===== src/hw/periph_pkg.sv =====
`default_nettype none

package periph_pkg;

    // ==================================================
    // Bus geometry
    // ==================================================
    localparam int unsigned DATA_WIDTH = 32;
    localparam int unsigned SLOT_COUNT = 8;

    // Slot indices taken from address bits 30:28.
    localparam logic [2:0] SLOT_RAM   = 3'd0;
    localparam logic [2:0] SLOT_GPIO  = 3'd1;
    localparam logic [2:0] SLOT_TIMER = 3'd2;

    // Returned by reads of the unmapped slots.
    localparam logic [DATA_WIDTH-1:0] BUS_ERROR_DATA = 32'hBAD0_0BAD;

    // ==================================================
    // Peripheral sizes and registers
    // ==================================================
    localparam int unsigned RAM_WORDS      = 64;
    localparam int unsigned RAM_INDEX_BITS = $clog2(RAM_WORDS);
    localparam int unsigned GPIO_WIDTH     = 16;

    typedef enum logic [1:0] {
        GPIO_OUT = 2'd0,
        GPIO_IN  = 2'd1
    } gpio_reg_e;

    typedef enum logic [1:0] {
        TIMER_CTRL   = 2'd0,
        TIMER_LOAD   = 2'd1,
        TIMER_COUNT  = 2'd2,
        TIMER_STATUS = 2'd3
    } timer_reg_e;

    typedef enum logic {
        TIMER_IDLE,
        TIMER_RUN
    } timer_state_e;

endpackage

`default_nettype wire


===== src/hw/peripheral_bus.sv =====
`timescale 1ns/1ps
`default_nettype none

module peripheral_bus (
    input  logic                              clk_i,
    input  logic                              reset_i,

    // Master side.
    input  logic [periph_pkg::DATA_WIDTH-1:0] addr_i,
    input  logic                              write_request_i,
    input  logic                              read_request_i,
    output logic                              response_o,
    output logic [periph_pkg::DATA_WIDTH-1:0] read_data_o,

    // Slot 0, scratch RAM.
    output logic                              ram_write_request_o,
    output logic                              ram_read_request_o,
    input  logic                              ram_response_i,
    input  logic [periph_pkg::DATA_WIDTH-1:0] ram_read_data_i,

    // Slot 1, GPIO.
    output logic                              gpio_write_request_o,
    output logic                              gpio_read_request_o,
    input  logic                              gpio_response_i,
    input  logic [periph_pkg::DATA_WIDTH-1:0] gpio_read_data_i,

    // Slot 2, timer.
    output logic                              timer_write_request_o,
    output logic                              timer_read_request_o,
    input  logic                              timer_response_i,
    input  logic [periph_pkg::DATA_WIDTH-1:0] timer_read_data_i
);

    import periph_pkg::*;

    logic [2:0]            slot;
    logic [SLOT_COUNT-1:0] slot_select;
    logic                  slot_unmapped;
    logic                  unmapped_request;
    logic                  unmapped_response_q;

    assign slot          = addr_i[30:28];
    assign slot_select   = SLOT_COUNT'(1) << slot;
    assign slot_unmapped = ~(slot_select[SLOT_RAM] | slot_select[SLOT_GPIO]
                             | slot_select[SLOT_TIMER]);

    // ==================================================
    // Request steering
    // ==================================================
    assign ram_write_request_o   = slot_select[SLOT_RAM] & write_request_i;
    assign ram_read_request_o    = slot_select[SLOT_RAM] & read_request_i;
    assign gpio_write_request_o  = slot_select[SLOT_GPIO] & write_request_i;
    assign gpio_read_request_o   = slot_select[SLOT_GPIO] & read_request_i;
    assign timer_write_request_o = slot_select[SLOT_TIMER] & write_request_i;
    assign timer_read_request_o  = slot_select[SLOT_TIMER] & read_request_i;

    // Slots 3 to 7 get a local one-cycle response; writes there are dropped.
    assign unmapped_request = slot_unmapped & (write_request_i | read_request_i);

    always_ff @(posedge clk_i) begin
        if (reset_i) begin
            unmapped_response_q <= 1'b0;
        end else begin
            unmapped_response_q <= unmapped_request & ~unmapped_response_q;
        end
    end

    // ==================================================
    // Response and read data return
    // ==================================================
    always_comb begin
        case (slot)
            SLOT_RAM: begin
                response_o  = ram_response_i;
                read_data_o = ram_read_data_i;
            end
            SLOT_GPIO: begin
                response_o  = gpio_response_i;
                read_data_o = gpio_read_data_i;
            end
            SLOT_TIMER: begin
                response_o  = timer_response_i;
                read_data_o = timer_read_data_i;
            end
            default: begin
                response_o  = unmapped_response_q;
                read_data_o = BUS_ERROR_DATA;
            end
        endcase
    end

    // Master must never issue a write and a read at once.
    assert property (@(posedge clk_i) disable iff (reset_i)
        !(write_request_i && read_request_i));

    // A peripheral only answers while the bus is steering a request to it.
    assert property (@(posedge clk_i) disable iff (reset_i)
        ram_response_i |-> (ram_write_request_o || ram_read_request_o));
    assert property (@(posedge clk_i) disable iff (reset_i)
        gpio_response_i |-> (gpio_write_request_o || gpio_read_request_o));
    assert property (@(posedge clk_i) disable iff (reset_i)
        timer_response_i |-> (timer_write_request_o || timer_read_request_o));

endmodule

`default_nettype wire


===== src/hw/scratch_ram.sv =====
`timescale 1ns/1ps
`default_nettype none

module scratch_ram (
    input  logic                              clk_i,
    input  logic                              reset_i,
    input  logic [periph_pkg::DATA_WIDTH-1:0] addr_i,
    input  logic [periph_pkg::DATA_WIDTH-1:0] write_data_i,
    input  logic                              write_request_i,
    input  logic                              read_request_i,
    output logic                              response_o,
    output logic [periph_pkg::DATA_WIDTH-1:0] read_data_o
);

    import periph_pkg::*;

    logic [DATA_WIDTH-1:0]     mem [RAM_WORDS];
    logic [RAM_WORDS-1:0]      word_valid_q;
    logic [RAM_INDEX_BITS-1:0] index;
    logic                      write_strobe;
    logic                      read_strobe;
    logic                      response_q;
    logic [DATA_WIDTH-1:0]     read_data_q;

    assign index = addr_i[RAM_INDEX_BITS+1:2];

    // A request is served once, on the edge that raises the response.
    assign write_strobe = write_request_i & ~response_q;
    assign read_strobe  = read_request_i & ~response_q;

    // Words not written since reset read back as zero.
    always_ff @(posedge clk_i) begin
        if (reset_i) begin
            response_q   <= 1'b0;
            word_valid_q <= '0;
        end else begin
            response_q <= write_strobe | read_strobe;
            if (write_strobe) begin
                word_valid_q[index] <= 1'b1;
            end
        end
    end

    // ==================================================
    // Storage
    // ==================================================
    always_ff @(posedge clk_i) begin
        if (write_strobe) begin
            mem[index] <= write_data_i;
        end
        if (read_strobe) begin
            read_data_q <= word_valid_q[index] ? mem[index] : '0;
        end
    end

    assign response_o  = response_q;
    assign read_data_o = read_data_q;

endmodule

`default_nettype wire


===== src/hw/gpio_port.sv =====
`timescale 1ns/1ps
`default_nettype none

module gpio_port (
    input  logic                              clk_i,
    input  logic                              reset_i,
    input  logic [periph_pkg::DATA_WIDTH-1:0] addr_i,
    input  logic [periph_pkg::DATA_WIDTH-1:0] write_data_i,
    input  logic                              write_request_i,
    input  logic                              read_request_i,
    output logic                              response_o,
    output logic [periph_pkg::DATA_WIDTH-1:0] read_data_o,
    input  logic [periph_pkg::GPIO_WIDTH-1:0] gpio_in_i,
    output logic [periph_pkg::GPIO_WIDTH-1:0] gpio_out_o
);

    import periph_pkg::*;

    gpio_reg_e             reg_sel;
    logic                  write_strobe;
    logic                  read_strobe;
    logic                  response_q;
    logic [DATA_WIDTH-1:0] read_data_q;
    logic [GPIO_WIDTH-1:0] out_q;
    logic [GPIO_WIDTH-1:0] sync_meta_q;
    logic [GPIO_WIDTH-1:0] sync_in_q;

    assign reg_sel      = gpio_reg_e'(addr_i[3:2]);
    assign write_strobe = write_request_i & ~response_q;
    assign read_strobe  = read_request_i & ~response_q;

    // ==================================================
    // Control and output register
    // ==================================================
    always_ff @(posedge clk_i) begin
        if (reset_i) begin
            response_q <= 1'b0;
            out_q      <= '0;
        end else begin
            response_q <= write_strobe | read_strobe;
            // GPIO_IN is read only.
            if (write_strobe && reg_sel == GPIO_OUT) begin
                out_q <= write_data_i[GPIO_WIDTH-1:0];
            end
        end
    end

    // Two-flop synchronizer on the pins.
    always_ff @(posedge clk_i) begin
        if (reset_i) begin
            sync_meta_q <= '0;
            sync_in_q   <= '0;
        end else begin
            sync_meta_q <= gpio_in_i;
            sync_in_q   <= sync_meta_q;
        end
    end

    always_ff @(posedge clk_i) begin
        if (read_strobe) begin
            case (reg_sel)
                GPIO_OUT: read_data_q <= DATA_WIDTH'(out_q);
                GPIO_IN:  read_data_q <= DATA_WIDTH'(sync_in_q);
                default:  read_data_q <= '0;
            endcase
        end
    end

    assign response_o  = response_q;
    assign read_data_o = read_data_q;
    assign gpio_out_o  = out_q;

endmodule

`default_nettype wire


===== src/hw/interval_timer.sv =====
`timescale 1ns/1ps
`default_nettype none

module interval_timer (
    input  logic                              clk_i,
    input  logic                              reset_i,
    input  logic [periph_pkg::DATA_WIDTH-1:0] addr_i,
    input  logic [periph_pkg::DATA_WIDTH-1:0] write_data_i,
    input  logic                              write_request_i,
    input  logic                              read_request_i,
    output logic                              response_o,
    output logic [periph_pkg::DATA_WIDTH-1:0] read_data_o,
    output logic                              irq_o
);

    import periph_pkg::*;

    timer_reg_e            reg_sel;
    timer_state_e          state_q;
    logic                  write_strobe;
    logic                  read_strobe;
    logic                  response_q;
    logic                  enable_q;
    logic                  expired_q;
    logic [DATA_WIDTH-1:0] load_q;
    logic [DATA_WIDTH-1:0] count_q;
    logic [DATA_WIDTH-1:0] read_data_q;

    assign reg_sel      = timer_reg_e'(addr_i[3:2]);
    assign write_strobe = write_request_i & ~response_q;
    assign read_strobe  = read_request_i & ~response_q;

    // ==================================================
    // Counter FSM and register writes
    // ==================================================
    always_ff @(posedge clk_i) begin
        if (reset_i) begin
            response_q <= 1'b0;
            state_q    <= TIMER_IDLE;
            enable_q   <= 1'b0;
            expired_q  <= 1'b0;
            load_q     <= '0;
            count_q    <= '0;
        end else begin
            response_q <= write_strobe | read_strobe;

            unique case (state_q)
                TIMER_IDLE: begin
                    if (enable_q) begin
                        state_q <= TIMER_RUN;
                        count_q <= load_q;
                    end
                end
                TIMER_RUN: begin
                    if (!enable_q) begin
                        state_q <= TIMER_IDLE;
                    end else if (count_q == '0) begin
                        expired_q <= 1'b1;
                        count_q   <= load_q;
                    end else begin
                        count_q <= count_q - 1'b1;
                    end
                end
            endcase

            // Bus writes take priority over the counter on the same edge.
            if (write_strobe) begin
                unique case (reg_sel)
                    TIMER_CTRL: enable_q <= write_data_i[0];
                    TIMER_LOAD: begin
                        load_q  <= write_data_i;
                        count_q <= write_data_i;
                    end
                    TIMER_COUNT: ;
                    TIMER_STATUS: begin
                        if (write_data_i[0]) begin
                            expired_q <= 1'b0;
                        end
                    end
                endcase
            end
        end
    end

    always_ff @(posedge clk_i) begin
        if (read_strobe) begin
            unique case (reg_sel)
                TIMER_CTRL:   read_data_q <= DATA_WIDTH'(enable_q);
                TIMER_LOAD:   read_data_q <= load_q;
                TIMER_COUNT:  read_data_q <= count_q;
                TIMER_STATUS: read_data_q <= DATA_WIDTH'(expired_q);
            endcase
        end
    end

    assign response_o  = response_q;
    assign read_data_o = read_data_q;
    assign irq_o       = expired_q;

    // Reloads and LOAD writes keep the running count within LOAD.
    assert property (@(posedge clk_i) disable iff (reset_i)
        (state_q == TIMER_RUN) |-> (count_q <= load_q));

endmodule

`default_nettype wire


===== src/hw/periph_subsystem.sv =====
`timescale 1ns/1ps
`default_nettype none

module periph_subsystem (
    input  logic                              clk_i,
    input  logic                              reset_i,

    // Master port.
    input  logic [periph_pkg::DATA_WIDTH-1:0] addr_i,
    input  logic [periph_pkg::DATA_WIDTH-1:0] write_data_i,
    input  logic                              write_request_i,
    input  logic                              read_request_i,
    output logic                              response_o,
    output logic [periph_pkg::DATA_WIDTH-1:0] read_data_o,

    // Pins.
    input  logic [periph_pkg::GPIO_WIDTH-1:0] gpio_in_i,
    output logic [periph_pkg::GPIO_WIDTH-1:0] gpio_out_o,
    output logic                              irq_o
);

    import periph_pkg::*;

    logic                  ram_write_request;
    logic                  ram_read_request;
    logic                  ram_response;
    logic [DATA_WIDTH-1:0] ram_read_data;

    logic                  gpio_write_request;
    logic                  gpio_read_request;
    logic                  gpio_response;
    logic [DATA_WIDTH-1:0] gpio_read_data;

    logic                  timer_write_request;
    logic                  timer_read_request;
    logic                  timer_response;
    logic [DATA_WIDTH-1:0] timer_read_data;

    // ==================================================
    // Bus
    // ==================================================
    peripheral_bus i_peripheral_bus (
        .clk_i                 (clk_i),
        .reset_i               (reset_i),
        .addr_i                (addr_i),
        .write_request_i       (write_request_i),
        .read_request_i        (read_request_i),
        .response_o            (response_o),
        .read_data_o           (read_data_o),
        .ram_write_request_o   (ram_write_request),
        .ram_read_request_o    (ram_read_request),
        .ram_response_i        (ram_response),
        .ram_read_data_i       (ram_read_data),
        .gpio_write_request_o  (gpio_write_request),
        .gpio_read_request_o   (gpio_read_request),
        .gpio_response_i       (gpio_response),
        .gpio_read_data_i      (gpio_read_data),
        .timer_write_request_o (timer_write_request),
        .timer_read_request_o  (timer_read_request),
        .timer_response_i      (timer_response),
        .timer_read_data_i     (timer_read_data)
    );

    // ==================================================
    // Peripherals, address and write data broadcast
    // ==================================================
    scratch_ram i_scratch_ram (
        .clk_i           (clk_i),
        .reset_i         (reset_i),
        .addr_i          (addr_i),
        .write_data_i    (write_data_i),
        .write_request_i (ram_write_request),
        .read_request_i  (ram_read_request),
        .response_o      (ram_response),
        .read_data_o     (ram_read_data)
    );

    gpio_port i_gpio_port (
        .clk_i           (clk_i),
        .reset_i         (reset_i),
        .addr_i          (addr_i),
        .write_data_i    (write_data_i),
        .write_request_i (gpio_write_request),
        .read_request_i  (gpio_read_request),
        .response_o      (gpio_response),
        .read_data_o     (gpio_read_data),
        .gpio_in_i       (gpio_in_i),
        .gpio_out_o      (gpio_out_o)
    );

    interval_timer i_interval_timer (
        .clk_i           (clk_i),
        .reset_i         (reset_i),
        .addr_i          (addr_i),
        .write_data_i    (write_data_i),
        .write_request_i (timer_write_request),
        .read_request_i  (timer_read_request),
        .response_o      (timer_response),
        .read_data_o     (timer_read_data),
        .irq_o           (irq_o)
    );

endmodule

`default_nettype wire


===== config.mk =====
export PLATFORM = sky130hd
export DESIGN_NAME = periph_subsystem
export DESIGN_NICKNAME = d
export VERILOG_FILES = /design/src/hw/periph_pkg.sv /design/src/hw/peripheral_bus.sv /design/src/hw/scratch_ram.sv /design/src/hw/gpio_port.sv /design/src/hw/interval_timer.sv /design/src/hw/periph_subsystem.sv
export SDC_FILE = /design/constraint.sdc
export NUM_CORES = 2
export LEC_CHECK = 0
export BUFFER_PORTS_ARGS = -buffer_cell sky130_fd_sc_hd__buf_2
export CAP_MARGIN = 40
export CORE_MARGIN = 2
export CORE_UTILIZATION = 25
export DETAILED_ROUTE_END_ITERATION = 8
export GPL_TIMING_DRIVEN = 0
export PLACE_DENSITY = 0.48
export SLEW_MARGIN = 10
export SYNTH_ARGS = -nofsm -noshare
export SYNTH_HDL_FRONTEND = slang
export SYNTH_SLANG_ARGS = --single-unit

===== constraint.sdc =====
create_clock -name clk_i -period 6.15 [get_ports clk_i]
set_input_delay 0.9225 -clock clk_i [delete_from_list [all_inputs] [get_ports clk_i]]
set_output_delay 0.9225 -clock clk_i [all_outputs]
set_load 0.01 [all_outputs]

Word-level counts from Yosys, hierarchy flattened. Memories as Yosys holds them, arrays and structs flattened. A register that Yosys moved wholly into a read port is not among the register bits. Cells that the tools add are included.

Input bits: 84. Output and inout bits: 50. Memories: 1. Bits in writable memories: 2048. Word-level logic and storage cells: 83. Register bits: 247.

Memory list: i_scratch_ram.mem (depth 64, bits a word 32, rd ports 1, clocked after memory_dff 1, write ports 1, RTL line scratch_ram.sv:17) `logic [DATA_WIDTH-1:0] mem [RAM_WORDS];`.

$add $sub $neg: 1. Order comparisons: 2. Equality and inequality tests: 5. Bitwise operators: 27. Reductions and logical operators: 8. Shift-type cells: 1. Multiplexer cells: 23.

Operators by type and width (number): two-way mux 32 bit (5); one-hot mux 32 bit (4 select lines) (1); one-hot mux 32 bit (3 select lines) (1); OR 64 bit (1); one-hot mux 32 bit (2 select lines) (1); zero test 32 bit (1); one-hot mux 16 bit (2 select lines) (1); subtractor 32 x 1 -> 32 bit, second input constant (1); AND 1 bit (14); two-way mux 1 bit (11); < comparator 6 x 7 -> 1 bit, second input constant (1); binary-select mux 1 bit (select 6 bit) (1); demux 1 bit (select 6 bit) (1); >= comparator 6 x 1 -> 1 bit, second input constant (1); NOT 1 bit (6); OR 1 bit (6); equality test 2 bit, second input constant (2); AND reduction 2 bit (2); equality test 3 x 1 -> 1 bit, second input constant (1); equality test 3 x 2 -> 1 bit, second input constant (1); zero test 3 bit (1); one-hot mux 1 bit (3 select lines) (1); left shift 1 x 3 -> 3 bit, first input constant (1); equality test 2 x 1 -> 1 bit, second input constant (1); other kinds (3) (4).

Depth between registers and ports, before layout.
Word-level depth: 7. Mapped depth: 12. Gate-level depth less buffers: 8.

Modules after synthesis. From an unflattened synthesis, not the netlist that was laid out.

Cells, all modules: 5425. Area, all modules: 88718.8 um^2.

Modules (own cells, without submodules): scratch_ram (area each 80041.8 um^2, sequential area each 63761.2 um^2, instances 1, cells an instance 4490); interval_timer (area each 5172.5 um^2, sequential area each 2322.2 um^2, instances 1, cells an instance 575); gpio_port (area each 2493.6 um^2, sequential area each 1461.4 um^2, instances 1, cells an instance 211); peripheral_bus (area each 1011.0 um^2, sequential area each 20.0 um^2, instances 1, cells an instance 149).

Worst setup path before layout. OpenSTA, ideal clock, no wires.

Path kind: input-to-reg. From: input port addr_i[3] (netlist bit). To: memory i_scratch_ram.mem[15][0] (enable). Buffers on the path: 7. Library setup time: 0.421 ns. Stages: 9. Arrival time: 4.043 ns. Data required time: 5.729 ns. Slack: 1.686 ns. Path through: buf_2 > buf_4 > buf_2 > buf_2 > buf_2 > buf_2 > buf_2 > nand3_1 > nor2_1.

RTL lines: start, declared (RTL line periph_subsystem.sv:9) `input logic [periph_pkg::DATA_WIDTH-1:0] addr_i,`; end, declared (RTL line scratch_ram.sv:17).

Straight into the memory's write port.

Final worst setup path.
From: input port addr_i[2] (netlist bit). To: memory i_scratch_ram.mem[15][6] (enable).

Straight into the memory's write port.

==> summary.md <==
| Metric | Value |
|---|---|
| Status | completed |
| WHS Endpoint | i_gpio_port.sync_meta_q[3]$_SDFF_PP0_ |
| Post-CTS Hold Fix Bufs | 0 |
| Vias in the first global route | 51481 |
| Multi-input logic area | 21540 sq um |
| NetSw | 0.007864 W |
| Final period util | 92.69% |
| Layout cell share with drive strength beyond 1 | 26.95% |
| Antenna violations before repair | 49 |
| Leak | 35.01 nW |
| Skew final | 0.08444 ns |
| Busiest grt layer | met2 |
| Register area | 67560 sq um |
| Reg-to-Reg Start | i_scratch_ram.response_o$_SDFF_PP0_ |
| Vias per cell | 5.281 |
| Hold Crit Class | primary input to flip-flop |
| Reg2reg setup slack | 1.94 ns |
| Final core occ | 30.69% |
| Non-Filler Instances | 10316 |
| Startpoint type of the worst setup path | primary input |
| EDFF count, synth | 2128 |
| # resized after CTS | 0 |
| Port bufs | 105 |
| Post-DP HPWL | 264800 um |
| RSZ-0062 raised after global routing | false |
| DRT iter0 DRCs | 9401 |
| Crit path time final | 5.701 ns |
| Pint | 0.02618 W |
| Gate power share | 6.2% |
| ANT nets after route | 0 |
| Seq pwr share | 50.5% |
| Rows | 220 |
| Wire length per cell | 36.88 um |
| Yosys synthesis warning count | 0 |
| Largest area contributor in the netlist | edfxtp_1 |
| Num Clock Sinks | 2311 |
| Synthesis-stage register bit count | 2311 |
| CTS root buffer | clkbuf_16 |
| Post-CTS setup repair buffer count | 0 |
| Post-synth net total | 4787 |
| Net Sw Frac | 23.10% |
| CP arrival | 6.29 ns |
| Die footprint | 364100 sq um |
| Top cells by area, synth | edfxtp_1, mux4_2, dfxtp_1, mux2i_1, nor2_1 |
| Met3 Use GR | 5.134% |
| Commonest cells post-synth | edfxtp_1, mux4_2, mux2i_1 |
| Clk slew on worst S/H paths | 0.06 ns |
| DRT Pass-1 Iters | 8 |
| Critical Path End Type | flip-flop |
| Worst-Margin Slew | 1.173 ns |
| IO Pins | 134 |
| Worst r2r path cells | 7 |
| Fillers | 34795 |
| Post-synth ARST share | 0% |
| H-tree depth | 4 |
| Final hold vios | 0 |
| CTS buffer count | 245 |
| Post-Place Cells | 9842 |
| Nets | 5413 |
| Finished Cell Area | 110000 sq um |
| Core ar. | 358400 sq um |
| Initial Util | 25.06% |
| CP Class | primary input to flip-flop |
| Pins Over Slew Limit | 0 |
| Top_reg_cell synth | edfxtp_1 |
| Max FO, Critical Path | 15 |
| Mapped cell area | 89810 sq um |
| Total number of vias | 54476 |
| FMAX | 175.4 MHz |
| Global-route wire length before repair | 496200 um |
| Met2 Track Usage GR | 31.14% |
| WHS Path Cells | 2 |
| Finish-stage setup viols | 0 |
| Seq/Total Area, Yosys | 75.23% |
| Met1 Use GR | 27.59% |
| Die span in y | 603.4 um |
| WP data required | 6.74 ns |
| Total global-route track usage | 20.40% |
| Worst hold-check slack | 0.2923 ns |
| Overflow after GRT | 0 |
| Die span in x | 603.4 um |
| Max rail drop VDD | 271.4 uV |
| Setup TNS | 0 ns |
| DRC Markers | 0 |
| Worst rel slew slack | 21.82% |
| Clk Latency, worst-skew pair | 0.95 ns |
| Overall routed net length | 380400 um |
| Syn Inst Count | 4701 |
| Area after DPL | 102000 sq um |
| Syn Area/Cell | 19.11 sq um |
| Count leader, synth | edfxtp_1 |
| Largest net degree at the start of global routing | 68 |
| Max-Cap Viols | 0 |
| Hold Startpoint | gpio_in_i[3] |
| Synth top area share | 71.15% |
| Post-synthesis cell type count | 77 |
| CTS tree | built |
| Area Overhead vs Synth | 22.46% |
| Max Root-Sink Buffers | 4 |
| Clock share of power | 43.3% |
| Reg-to-reg critical path endpoint | i_scratch_ram.mem[15][6]$_DFFE_PP_ |
| GPL Wtd Cong | 0.8915 |
| Power density over cell area | 309.5 nW/um^2 |
per-stage QoR:
stage                     setup slack (ns)  power (W)
after floorplan                      1.686    0.01838
after CTS                           0.5589    0.03412
after global routing                0.5088    0.03477
after global placement              -4.530    0.01942
final                               0.4493    0.03404
after detailed placement           -0.3974    0.01957
sequential cells by signal, summed over array words and instances, names as in the netlist, 16 cells and up:
signal                        cells
i_scratch_ram.mem              2048
i_gpio_port.sync_in_q            16
i_interval_timer.load_q          32
i_gpio_port.gpio_out_o           16
i_scratch_ram.word_valid_q       64
i_gpio_port.read_data_o          16
i_gpio_port.sync_meta_q          16
i_interval_timer.read_data_o     32
i_scratch_ram.read_data_o        32
i_interval_timer.count_q         32
logic make-up (layout without fill, tap and decap cells):
logic type	count (synthesis)	count (layout)	synth area share, %
muxes	793	793	15.45
other	0	15	0
AOI/OAI and AO/OA	545	545	3.933
buffers and inverters	289	1116	1.400
adders and majority gates	2	2	0.02786
DFF	2311	2311	75.23
xor gates and xnor gates	10	10	0.09752
and+or+nand+nor	751	751	3.862
critical path, cell delays in order:
cell and delay, ns:
buf_2 0.13, buf_2 0.35, buf_2 0.48, buf_2 0.56, buf_2 0.55, buf_2 0.56
buf_2 0.48, nand3_1 0.72, nor2_4 0.92, buf_12 0.29, buf_12 0.21
worst max-delay path by stage:
stage,start,end,cells past startpoint,slack (ns)
4_1_cts,addr_i[2],i_scratch_ram.mem[11][28]$_DFFE_PP_,11,0.56
2_1_floorplan,addr_i[3],i_scratch_ram.mem[15][0]$_DFFE_PP_,9,1.69
5_1_grt,addr_i[2],i_scratch_ram.mem[15][6]$_DFFE_PP_,11,0.51
6_report,addr_i[2],i_scratch_ram.mem[15][6]$_DFFE_PP_,11,0.45
3_5_place_dp,addr_i[2],i_scratch_ram.mem[11][17]$_DFFE_PP_,11,-0.40
3_3_place_gp,addr_i[5],i_scratch_ram.mem[10][23]$_DFFE_PP_,8,-4.53
final cells by class:
class / instances / area share, %
repair buffers: 379 / 5.252
inverters: 12 / 0.04095
flip-flops and latches: 2311 / 61.43
well taps: 4773 / 5.430
clock buffers: 309 / 5.913
multi-input cells: 2101 / 19.59
plain buffers: 277 / 1.133
clock inverters: 139 / 1.183
diodes: 15 / 0.03413
power groups by stage:
| stage | logic, W | clock network (W) | registers, W |
|---|---|---|---|
| 5_1_grt | 0.00214 | 0.0155 | 0.0172 |
| 2_1_floorplan | 0.000867 | 0 | 0.0175 |
| 6_report | 0.00211 | 0.0147 | 0.0172 |
| 4_1_cts | 0.00206 | 0.0149 | 0.0172 |
| 3_5_place_dp | 0.00205 | 0 | 0.0175 |
| 3_3_place_gp | 0.00189 | 0 | 0.0175 |
routing by layer:
layer,vias to the layer above,part of all wire (%)
met1,29399,40
met5,-,0.073
met3,797,11
met2,3753,44
li1,20495,-
met4,32,5.0
layout by cell type (no fill, tap or decap), types with 79 or more instances in the layout:
master,count
mux2i_1,284
nand2_1,215
buf_12,119
dfxtp_1,183
o22ai_1,79
a21oi_1,193
clkbuf_1,147
edfxtp_1,2128
buf_2,223
mux4_2,471
clkbuf_16,247
nor2_1,201
Power figures use the tool's default switching activity.
